$ cat config.mk
export PLATFORM = sky130hd
export DESIGN_NAME = decode_issue_unit
export DESIGN_NICKNAME = d
export VERILOG_FILES = /design/src/rv_isa_pkg.sv /design/src/rv_stage_pkg.sv /design/src/inst_decoder.sv /design/src/imm_gen.sv /design/src/scoreboard_regfile.sv /design/src/issue_router.sv /design/src/decode_issue_unit.sv
export VERILOG_INCLUDE_DIRS = /design/src
export SDC_FILE = /design/constraint.sdc
export NUM_CORES = 2
export LEC_CHECK = 0
export BUFFER_PORTS_ARGS = -buffer_cell sky130_fd_sc_hd__buf_2
export CAP_MARGIN = 40
export CORE_UTILIZATION = 45
export CTS_CLUSTER_SIZE = 20
export DETAILED_ROUTE_END_ITERATION = 6
export SLEW_MARGIN = 0
export SYNTH_ARGS = -nofsm -noshare
export SYNTH_HDL_FRONTEND = slang
export SYNTH_SLANG_ARGS = --single-unit
$ cat constraint.sdc
create_clock -name clk -period 9.1 [get_ports clk]
set_input_delay 0.91 -clock clk [delete_from_list [all_inputs] [get_ports clk]]
set_output_delay 0.91 -clock clk [all_outputs]
set_load 0.01 [all_outputs]
$ cat src/decode_params.svh
// ----------------------------------------
// Sizes of the TinyRV1 decode-issue stage
// Register address width follows NUM_REGS
// ----------------------------------------
`ifndef DECODE_PARAMS_SVH
`define DECODE_PARAMS_SVH

// Data and instruction word width
`define XLEN 32
// Architectural registers, x0 included
`define NUM_REGS 32
// Width of the in-flight sequence number
`define SEQ_BITS 8
// Execute pipes behind the router
`define NUM_PIPES 2

`endif

$ cat src/rv_isa_pkg.sv
// ----------------------------------------
// TinyRV1 encodings and instruction views
// Only the eight TinyRV1 ops are named
// ----------------------------------------
package rv_isa_pkg;

  // Major opcodes
  localparam logic [6:0] opc_op     = 7'b0110011;
  localparam logic [6:0] opc_op_imm = 7'b0010011;
  localparam logic [6:0] opc_load   = 7'b0000011;
  localparam logic [6:0] opc_store  = 7'b0100011;
  localparam logic [6:0] opc_jal    = 7'b1101111;
  localparam logic [6:0] opc_jalr   = 7'b1100111;
  localparam logic [6:0] opc_branch = 7'b1100011;

  // ----------------------------------------
  // Instruction formats
  // ----------------------------------------

  typedef struct packed {
    logic [6:0] funct7;
    logic [4:0] rs2;
    logic [4:0] rs1;
    logic [2:0] funct3;
    logic [4:0] rd;
    logic [6:0] opcode;
  } r_fmt_t;

  typedef struct packed {
    logic [11:0] imm;
    logic [4:0]  rs1;
    logic [2:0]  funct3;
    logic [4:0]  rd;
    logic [6:0]  opcode;
  } i_fmt_t;

  // Also the B layout, imm bits are reshuffled in imm_gen
  typedef struct packed {
    logic [6:0] imm_hi;
    logic [4:0] rs2;
    logic [4:0] rs1;
    logic [2:0] funct3;
    logic [4:0] imm_lo;
    logic [6:0] opcode;
  } s_fmt_t;

  typedef struct packed {
    logic [19:0] imm;
    logic [4:0]  rd;
    logic [6:0]  opcode;
  } j_fmt_t;

  // One fetched word, four views
  typedef union packed {
    r_fmt_t r;
    i_fmt_t i;
    s_fmt_t s;
    j_fmt_t j;
  } rv_inst_u;

  // Micro-ops seen by the execute pipes
  typedef enum logic [3:0] {
    uop_add, uop_addi, uop_mul, uop_lw, uop_sw, uop_jal, uop_jr, uop_bne, uop_invalid
  } rv_uop_e;

  // Immediate formats
  typedef enum logic [1:0] {
    imm_i, imm_s, imm_b, imm_j
  } rv_imm_e;

endpackage

$ cat src/rv_stage_pkg.sv
// ----------------------------------------
// Messages between fetch, decode-issue,
// the execute pipes and completion
// ----------------------------------------
`include "decode_params.svh"

package rv_stage_pkg;

  // Fetch to decode
  typedef struct packed {
    logic [`XLEN-1:0]     pc;
    logic [`XLEN-1:0]     inst;
    logic [`SEQ_BITS-1:0] seq_num;
  } fetch_msg_t;

  // Decode to execute, shared by all pipes
  typedef struct packed {
    logic [`XLEN-1:0]              pc;
    logic [`XLEN-1:0]              op1;
    logic [`XLEN-1:0]              op2;
    rv_isa_pkg::rv_uop_e           uop;
    logic [$clog2(`NUM_REGS)-1:0]  waddr;
    logic [`SEQ_BITS-1:0]          seq_num;
  } issue_msg_t;

  // Writeback notice from the pipes
  typedef struct packed {
    logic                          wen;
    logic [$clog2(`NUM_REGS)-1:0]  waddr;
    logic [`XLEN-1:0]              wdata;
    logic [`SEQ_BITS-1:0]          seq_num;
  } complete_msg_t;

endpackage

$ cat src/inst_decoder.sv
// ----------------------------------------
// TinyRV1 decode, purely combinational
// Unknown encodings give uop_invalid
// ----------------------------------------
`timescale 1ns/10ps

module inst_decoder (
  input  rv_isa_pkg::rv_inst_u inst,
  output rv_isa_pkg::rv_uop_e  uop,
  output logic [4:0]           raddr0,
  output logic [4:0]           raddr1,
  output logic [4:0]           waddr,
  output logic                 wen,
  output rv_isa_pkg::rv_imm_e  imm_sel,
  output logic                 op2_sel
);
  import rv_isa_pkg::*;

  always_comb begin
    // Unused sources stay at x0, which never stalls
    uop     = uop_invalid;
    raddr0  = 5'd0;
    raddr1  = 5'd0;
    waddr   = 5'd0;
    wen     = 1'b0;
    imm_sel = imm_i;
    op2_sel = 1'b0;

    case (inst.r.opcode)
      opc_op: begin
        if (inst.r.funct3 == 3'b000 && inst.r.funct7 == 7'b0000000) begin
          uop = uop_add;
        end else if (inst.r.funct3 == 3'b000 && inst.r.funct7 == 7'b0000001) begin
          uop = uop_mul;
        end
        if (uop != uop_invalid) begin
          raddr0 = inst.r.rs1;
          raddr1 = inst.r.rs2;
          waddr  = inst.r.rd;
          wen    = 1'b1;
        end
      end
      opc_op_imm, opc_load: begin
        if (inst.i.funct3 == ((inst.i.opcode == opc_load) ? 3'b010 : 3'b000)) begin
          uop     = (inst.i.opcode == opc_load) ? uop_lw : uop_addi;
          raddr0  = inst.i.rs1;
          waddr   = inst.i.rd;
          wen     = 1'b1;
          op2_sel = 1'b1;
        end
      end
      opc_store: begin
        // Store data still read, so its producer must finish
        if (inst.s.funct3 == 3'b010) begin
          uop     = uop_sw;
          raddr0  = inst.s.rs1;
          raddr1  = inst.s.rs2;
          imm_sel = imm_s;
          op2_sel = 1'b1;
        end
      end
      opc_jal: begin
        // No source, op1 reads x0
        uop     = uop_jal;
        waddr   = inst.j.rd;
        wen     = 1'b1;
        imm_sel = imm_j;
        op2_sel = 1'b1;
      end
      opc_jalr: begin
        // jr is jalr with rd at x0, nothing written back
        if (inst.i.funct3 == 3'b000) begin
          uop     = uop_jr;
          raddr0  = inst.i.rs1;
          op2_sel = 1'b1;
        end
      end
      opc_branch: begin
        if (inst.s.funct3 == 3'b001) begin
          uop     = uop_bne;
          raddr0  = inst.s.rs1;
          raddr1  = inst.s.rs2;
          imm_sel = imm_b;
        end
      end
      default: begin
        uop = uop_invalid;
      end
    endcase
  end

endmodule

$ cat src/imm_gen.sv
// ----------------------------------------
// Sign-extended immediate, I/S/B/J only
// ----------------------------------------
`timescale 1ns/10ps

module imm_gen (
  input  rv_isa_pkg::rv_inst_u inst,
  input  rv_isa_pkg::rv_imm_e  imm_sel,
  output logic [31:0]          imm
);
  import rv_isa_pkg::*;

  always_comb begin
    case (imm_sel)
      imm_s: imm = {{20{inst.s.imm_hi[6]}}, inst.s.imm_hi, inst.s.imm_lo};
      // B reuses the S fields, bit 0 is implied zero
      imm_b: imm = {{19{inst.s.imm_hi[6]}}, inst.s.imm_hi[6], inst.s.imm_lo[0],
                    inst.s.imm_hi[5:0], inst.s.imm_lo[4:1], 1'b0};
      // J bits 20, 10:1, 11, 19:12 from the top down
      imm_j: imm = {{11{inst.j.imm[19]}}, inst.j.imm[19], inst.j.imm[7:0],
                    inst.j.imm[8], inst.j.imm[18:9], 1'b0};
      default: imm = {{20{inst.i.imm[11]}}, inst.i.imm};
    endcase
  end

endmodule

$ cat src/scoreboard_regfile.sv
// ----------------------------------------
// 2R1W register file with pending bits
// Reads are combinational, no bypass
// x0 reads zero and is never pending
// ----------------------------------------
`timescale 1ns/10ps
`include "decode_params.svh"

module scoreboard_regfile (
  input  logic                         clk,
  input  logic                         rst,
  input  logic [$clog2(`NUM_REGS)-1:0] raddr0,
  input  logic [$clog2(`NUM_REGS)-1:0] raddr1,
  input  logic [$clog2(`NUM_REGS)-1:0] waddr,
  input  logic [`XLEN-1:0]             wdata,
  input  logic                         wen,
  input  logic [$clog2(`NUM_REGS)-1:0] set_addr,
  input  logic                         set_en,
  output logic [`XLEN-1:0]             rdata0,
  output logic [`XLEN-1:0]             rdata1,
  output logic                         pend0,
  output logic                         pend1,
  output logic                         pend_dst
);

  logic [`XLEN-1:0]    regs [`NUM_REGS];
  logic [`NUM_REGS-1:0] pending;

  // Data array, x0 never written
  always_ff @(posedge clk) begin
    if (rst) begin
      for (int r = 0; r < `NUM_REGS; r++) begin
        regs[r] <= '0;
      end
    end else if (wen && waddr != '0) begin
      regs[waddr] <= wdata;
    end
  end

  // Scoreboard
  always_ff @(posedge clk) begin
    if (rst) begin
      pending <= '0;
    end else begin
      if (wen) begin
        pending[waddr] <= 1'b0;
      end
      // A new issue wins over an older completion
      if (set_en) begin
        pending[set_addr] <= 1'b1;
      end
      pending[0] <= 1'b0;
    end
  end

  assign rdata0   = (raddr0 == '0) ? '0 : regs[raddr0];
  assign rdata1   = (raddr1 == '0) ? '0 : regs[raddr1];
  assign pend0    = pending[raddr0];
  assign pend1    = pending[raddr1];
  assign pend_dst = pending[set_addr];

endmodule

$ cat src/issue_router.sv
// ----------------------------------------
// Pipe select by micro-op
// Pipe 1 takes lw/sw, pipe 0 the rest
// ----------------------------------------
`timescale 1ns/10ps
`include "decode_params.svh"

module issue_router (
  input  rv_isa_pkg::rv_uop_e    uop,
  input  logic                   val,
  input  logic [`NUM_PIPES-1:0]  issue_rdy,
  output logic [`NUM_PIPES-1:0]  issue_val,
  output logic                   issue_xfer
);
  import rv_isa_pkg::*;

  localparam int PIPE_BITS = $clog2(`NUM_PIPES);

  logic [PIPE_BITS-1:0] pipe_sel;

  // Memory ops to the load/store pipe
  assign pipe_sel = (uop == uop_lw || uop == uop_sw) ? PIPE_BITS'(1) : PIPE_BITS'(0);

  // One-hot valid, all low when idle
  always_comb begin
    issue_val = '0;
    if (val) begin
      issue_val[pipe_sel] = 1'b1;
    end
  end

  assign issue_xfer = val & issue_rdy[pipe_sel];

endmodule

$ cat src/decode_issue_unit.sv
// ----------------------------------------
// TinyRV1 in-order single-issue stage
// No forwarding, stalls on any pending reg
// issue_msg is shared by all pipes
// ----------------------------------------
`timescale 1ns/10ps
`include "decode_params.svh"

module decode_issue_unit (
  input  logic                        clk,
  input  logic                        rst,
  input  logic                        fetch_val,
  output logic                        fetch_rdy,
  input  rv_stage_pkg::fetch_msg_t    fetch_msg,
  output logic [`NUM_PIPES-1:0]       issue_val,
  input  logic [`NUM_PIPES-1:0]       issue_rdy,
  output rv_stage_pkg::issue_msg_t    issue_msg,
  input  logic                        complete_val,
  input  rv_stage_pkg::complete_msg_t complete_msg
);
  import rv_isa_pkg::*;
  import rv_stage_pkg::*;

  // ----------------------------------------
  // Fetch register
  // ----------------------------------------

  logic       fetch_q_val;
  fetch_msg_t fetch_q;
  logic       fetch_xfer;
  logic       issue_xfer;

  assign fetch_xfer = fetch_val & fetch_rdy;
  // Empty, or draining this cycle
  assign fetch_rdy  = ~fetch_q_val | issue_xfer;

  always_ff @(posedge clk) begin
    if (rst) begin
      fetch_q_val <= 1'b0;
    end else if (fetch_xfer) begin
      fetch_q_val <= 1'b1;
    end else if (issue_xfer) begin
      fetch_q_val <= 1'b0;
    end
  end

  // Payload only moves on accept
  always_ff @(posedge clk) begin
    if (fetch_xfer) begin
      fetch_q <= fetch_msg;
    end
  end

  // ----------------------------------------
  // Decode, immediate, scoreboard
  // ----------------------------------------

  rv_uop_e     dec_uop;
  logic [4:0]  dec_raddr0;
  logic [4:0]  dec_raddr1;
  logic [4:0]  dec_waddr;
  logic        dec_wen;
  rv_imm_e     dec_imm_sel;
  logic        dec_op2_sel;
  logic [31:0] imm;
  logic [31:0] rdata0;
  logic [31:0] rdata1;
  logic        pend0;
  logic        pend1;
  logic        pend_dst;
  logic        stall;

  inst_decoder u_inst_decoder (
    .inst    (fetch_q.inst),
    .uop     (dec_uop),
    .raddr0  (dec_raddr0),
    .raddr1  (dec_raddr1),
    .waddr   (dec_waddr),
    .wen     (dec_wen),
    .imm_sel (dec_imm_sel),
    .op2_sel (dec_op2_sel)
  );

  imm_gen u_imm_gen (
    .inst    (fetch_q.inst),
    .imm_sel (dec_imm_sel),
    .imm     (imm)
  );

  scoreboard_regfile u_scoreboard_regfile (
    .clk      (clk),
    .rst      (rst),
    .raddr0   (dec_raddr0),
    .raddr1   (dec_raddr1),
    .waddr    (complete_msg.waddr),
    .wdata    (complete_msg.wdata),
    .wen      (complete_val & complete_msg.wen),
    .set_addr (dec_waddr),
    .set_en   (dec_wen & issue_xfer),
    .rdata0   (rdata0),
    .rdata1   (rdata1),
    .pend0    (pend0),
    .pend1    (pend1),
    .pend_dst (pend_dst)
  );

  // RAW on sources, WAW on destination
  assign stall = pend0 | pend1 | pend_dst;

  // ----------------------------------------
  // Routing and issue message
  // ----------------------------------------

  issue_router u_issue_router (
    .uop        (dec_uop),
    .val        (fetch_q_val & ~stall),
    .issue_rdy  (issue_rdy),
    .issue_val  (issue_val),
    .issue_xfer (issue_xfer)
  );

  // op2 is the immediate for addi/lw/sw/jal/jr
  always_comb begin
    issue_msg.pc      = fetch_q.pc;
    issue_msg.op1     = rdata0;
    issue_msg.op2     = dec_op2_sel ? imm : rdata1;
    issue_msg.uop     = dec_uop;
    issue_msg.waddr   = dec_waddr;
    issue_msg.seq_num = fetch_q.seq_num;
  end

endmodule

==> impl_metrics.ini <==
[setup_path]
cp-start-kind = register
crit_required_ps = 8190
worstPathArrival_ps = 6610
worstSetupPathType = register to output pin
critPathMaxFanout = 24
rrSetupSlack_ps = 4590
cp-end-kind = output pin

[finish]
fillers = 12100
syn_to_final_growth_pct = 11.7
postLayoutCoreUtil_pct = 50.8
layout_commonest_cell = nand2_1
final_cell_mix = 1573 x nand2_1, 1096 x edfxtp_1, 996 x and2_1, 596 x nand3_1, 235 x buf_2
stdcell_count = 8240
drive_above_1_share_pct = 11.6
nets = 6448

[timing]
finalClockSkew_ps = 21.4
finalSetupViolCount = 0
worst_pin_slew_ps = 1180
max-slew-margin-rel_pct = 21.2
max_freq_mhz = 133
fin_ws_ps = 1580
fin_crit_sh_pct = 82.7
rsz0062_at_grt = false
final.min_clock_period_ps = 7520
whs_ps = 303
hold_viol = 0
tns_ps = 0
slew_viol_final = 0

[logic_synthesis]
synth_edf_count = 1096
netlist_instances = 6359
ys_ff_latch = 1128
synth_cell_types = 90
ys_warn_count = 0
async_flop_share_pct = 0
syn_area_per_cell_um2 = 9.70
synth_area_um2 = 61700
synthFlopType = edfxtp_1
yosysSeqAreaShare_pct = 54.4

[place]
io_buffers = 231
dp_slack_ps = 2910
dp_cells = 7968
dp_hpwl_um = 155000
place.gp.congestion = 0.938

[die]
die_h_um = 372
rows = 135
initial_core_util_pct = 45.4
dieArea_um2 = 139000
fp.coreArea_um2 = 136000
die_w_um = 372
num_io_pins = 240

[route]
met1Wirelength_um = 99800
route.met2.wl_um = 113000
vias = 54800
drt-pass1-iter-count = 7
routed_wl_um = 276000
drtAntennaViolNets = 0
dr_wl_met3_um = 45600
routed_via_density = 6.65
routedWlPerCell_um = 33.5
route.detailed.drc = 1
top_layer = met5
drt_iter0_markers = 11300

[global_route]
grt_pass1_wl_um = 378000
grt_pass1_vias = 49900
grt_max_degree = 153
overflow = 0
antenna_found_initial = 40
grt_usage_pct = 39.1

[cts]
ctsResizeCount = 0
root_buffer = clkbuf_16
clockBufferDepth = 3
insertion_delay_ps = 780
cts_tree = done
post_cts_buffers = 0
clock_sinks = 1128
cts_hold_buf = 0
clk_pin_slew_ps = 70
numCtsBuffers = 132
htreeDepth = 4

[pwr]
ir_drop_mv = 0.122
p_per_area_nw_per_um2 = 174
leakagePower_nw = 25.2

[worst_hold_path]
worstHoldPathType = input pin to register

[run_status]
violations = design-rule violations
status = finished, violations left

[flow_run]
maxCapViolCount = 0
-- registers in the layout, indices dropped and copies added (netlist names) --
| register | cells |
|---|---|
| u_scoreboard_regfile.regs | 1024 |
| issue_msg | 40 |
| fetch_q | 32 |
| u_scoreboard_regfile.pending | 31 |
| fetch_q_val | 1 |
-- worst paths after layout --
| kind | from | endpoint | cells after the start |
|---|---|---|---|
| setup / recovery | fetch_q[11]$_DFFE_PP_ | issue_msg[31] | 12 |
| setup reg to reg | fetch_q[11]$_DFFE_PP_ | issue_msg[94]$_DFFE_PP_ | 12 |
| hold / removal | fetch_msg[19] | fetch_q[19]$_DFFE_PP_ | 1 |
| hold reg to reg | u_scoreboard_regfile.pending[20]$_SDFF_PP0_ | u_scoreboard_regfile.pending[20]$_SDFF_PP0_ | 2 |
-- metrics by stage --
stage | power, W | cell area [um^2]
floorplan | 0.00654 | 61800
global placement | 0.00684 | 64400
detailed placement | 0.00687 | 64700
CTS | 0.0120 | 68800
global route | 0.0122 | 68900
finish | 0.0120 | 68900
-- cell type report --
type | count | area (um^2) | share of cell area, %
clock inverters | 54 | 493 | 0.715
repair buffers | 421 | 2920 | 4.24
inverters | 17 | 63.8 | 0.0926
well taps | 1781 | 2230 | 3.23
flip-flops and latches | 1128 | 33600 | 48.7
diodes | 43 | 108 | 0.156
multi-input cells | 4624 | 26000 | 37.7
clock buffers | 172 | 3610 | 5.24
-- worst max-delay path, stage by stage (launching register included) --
cell	delay [ps]
edfxtp_1	590
nor3_1	710
and2_1	350
a21oi_2	180
nor2_4	650
buf_4	700
nand2_2	690
buf_4	530
a21oi_1	240
nor4_2	80
buf_2	200
or3_1	600
buf_2	240
-- routing by layer --
metal	track usage (%)	vias up
met5	0	-
met4	23.1	18
met3	13.8	982
met2	54.5	5026
met1	52.0	26400
li1	-	22400
-- cells by family after synthesis --
group                     count (synthesis)  synth area share (%)
and+or+nand+nor                        3593                  28.6
DFF                                    1128                  54.4
AOI/OAI and AO/OA                       791                  8.91
buffers and inverters                   638                  4.59
muxes                                   206                  3.54
xor gates and xnor gates                  2                0.0284
other                                     1               0.00608
-- cells in the mapped netlist, types with 12 or more instances --
library cell / count / area, um^2
a211oi_1: 17 / 128
a21oi_1: 203 / 1020
a221oi_1: 18 / 158
a311oi_1: 22 / 193
a31oi_1: 85 / 532
a32o_1: 17 / 170
a32oi_1: 68 / 596
and2_1: 999 / 6250
and3_1: 66 / 413
buf_1: 59 / 221
buf_2: 94 / 470
buf_4: 62 / 465
buf_6: 12 / 135
clkbuf_1: 394 / 1480
dfxtp_1: 32 / 641
edfxtp_1: 1096 / 32900
inv_1: 16 / 60.1
mux2i_1: 187 / 1870
nand2_1: 1577 / 5920
nand3_1: 597 / 2990
nand3b_1: 12 / 90.1
nand4_1: 55 / 344
nor2_1: 109 / 409
nor2b_1: 32 / 200
nor3_1: 29 / 145
nor4_1: 17 / 106
o2111ai_1: 32 / 280
o211ai_1: 12 / 90.1
o21ai_0: 68 / 340
o21ai_1: 28 / 140
o221ai_1: 41 / 359
o22ai_1: 63 / 394
or2_2: 29 / 181
or3_1: 12 / 75.1
or4_1: 20 / 150
-- report_power, final --
group	internal, W	switching, W	leakage [nW]	total (W)
Combinational	0.000173	0.000497	12.5	0.000670
Sequential	0.00597	0.000159	10.7	0.00613
Clock	0.00299	0.00221	2.00	0.00520
(Power assumes the default switching activity.)
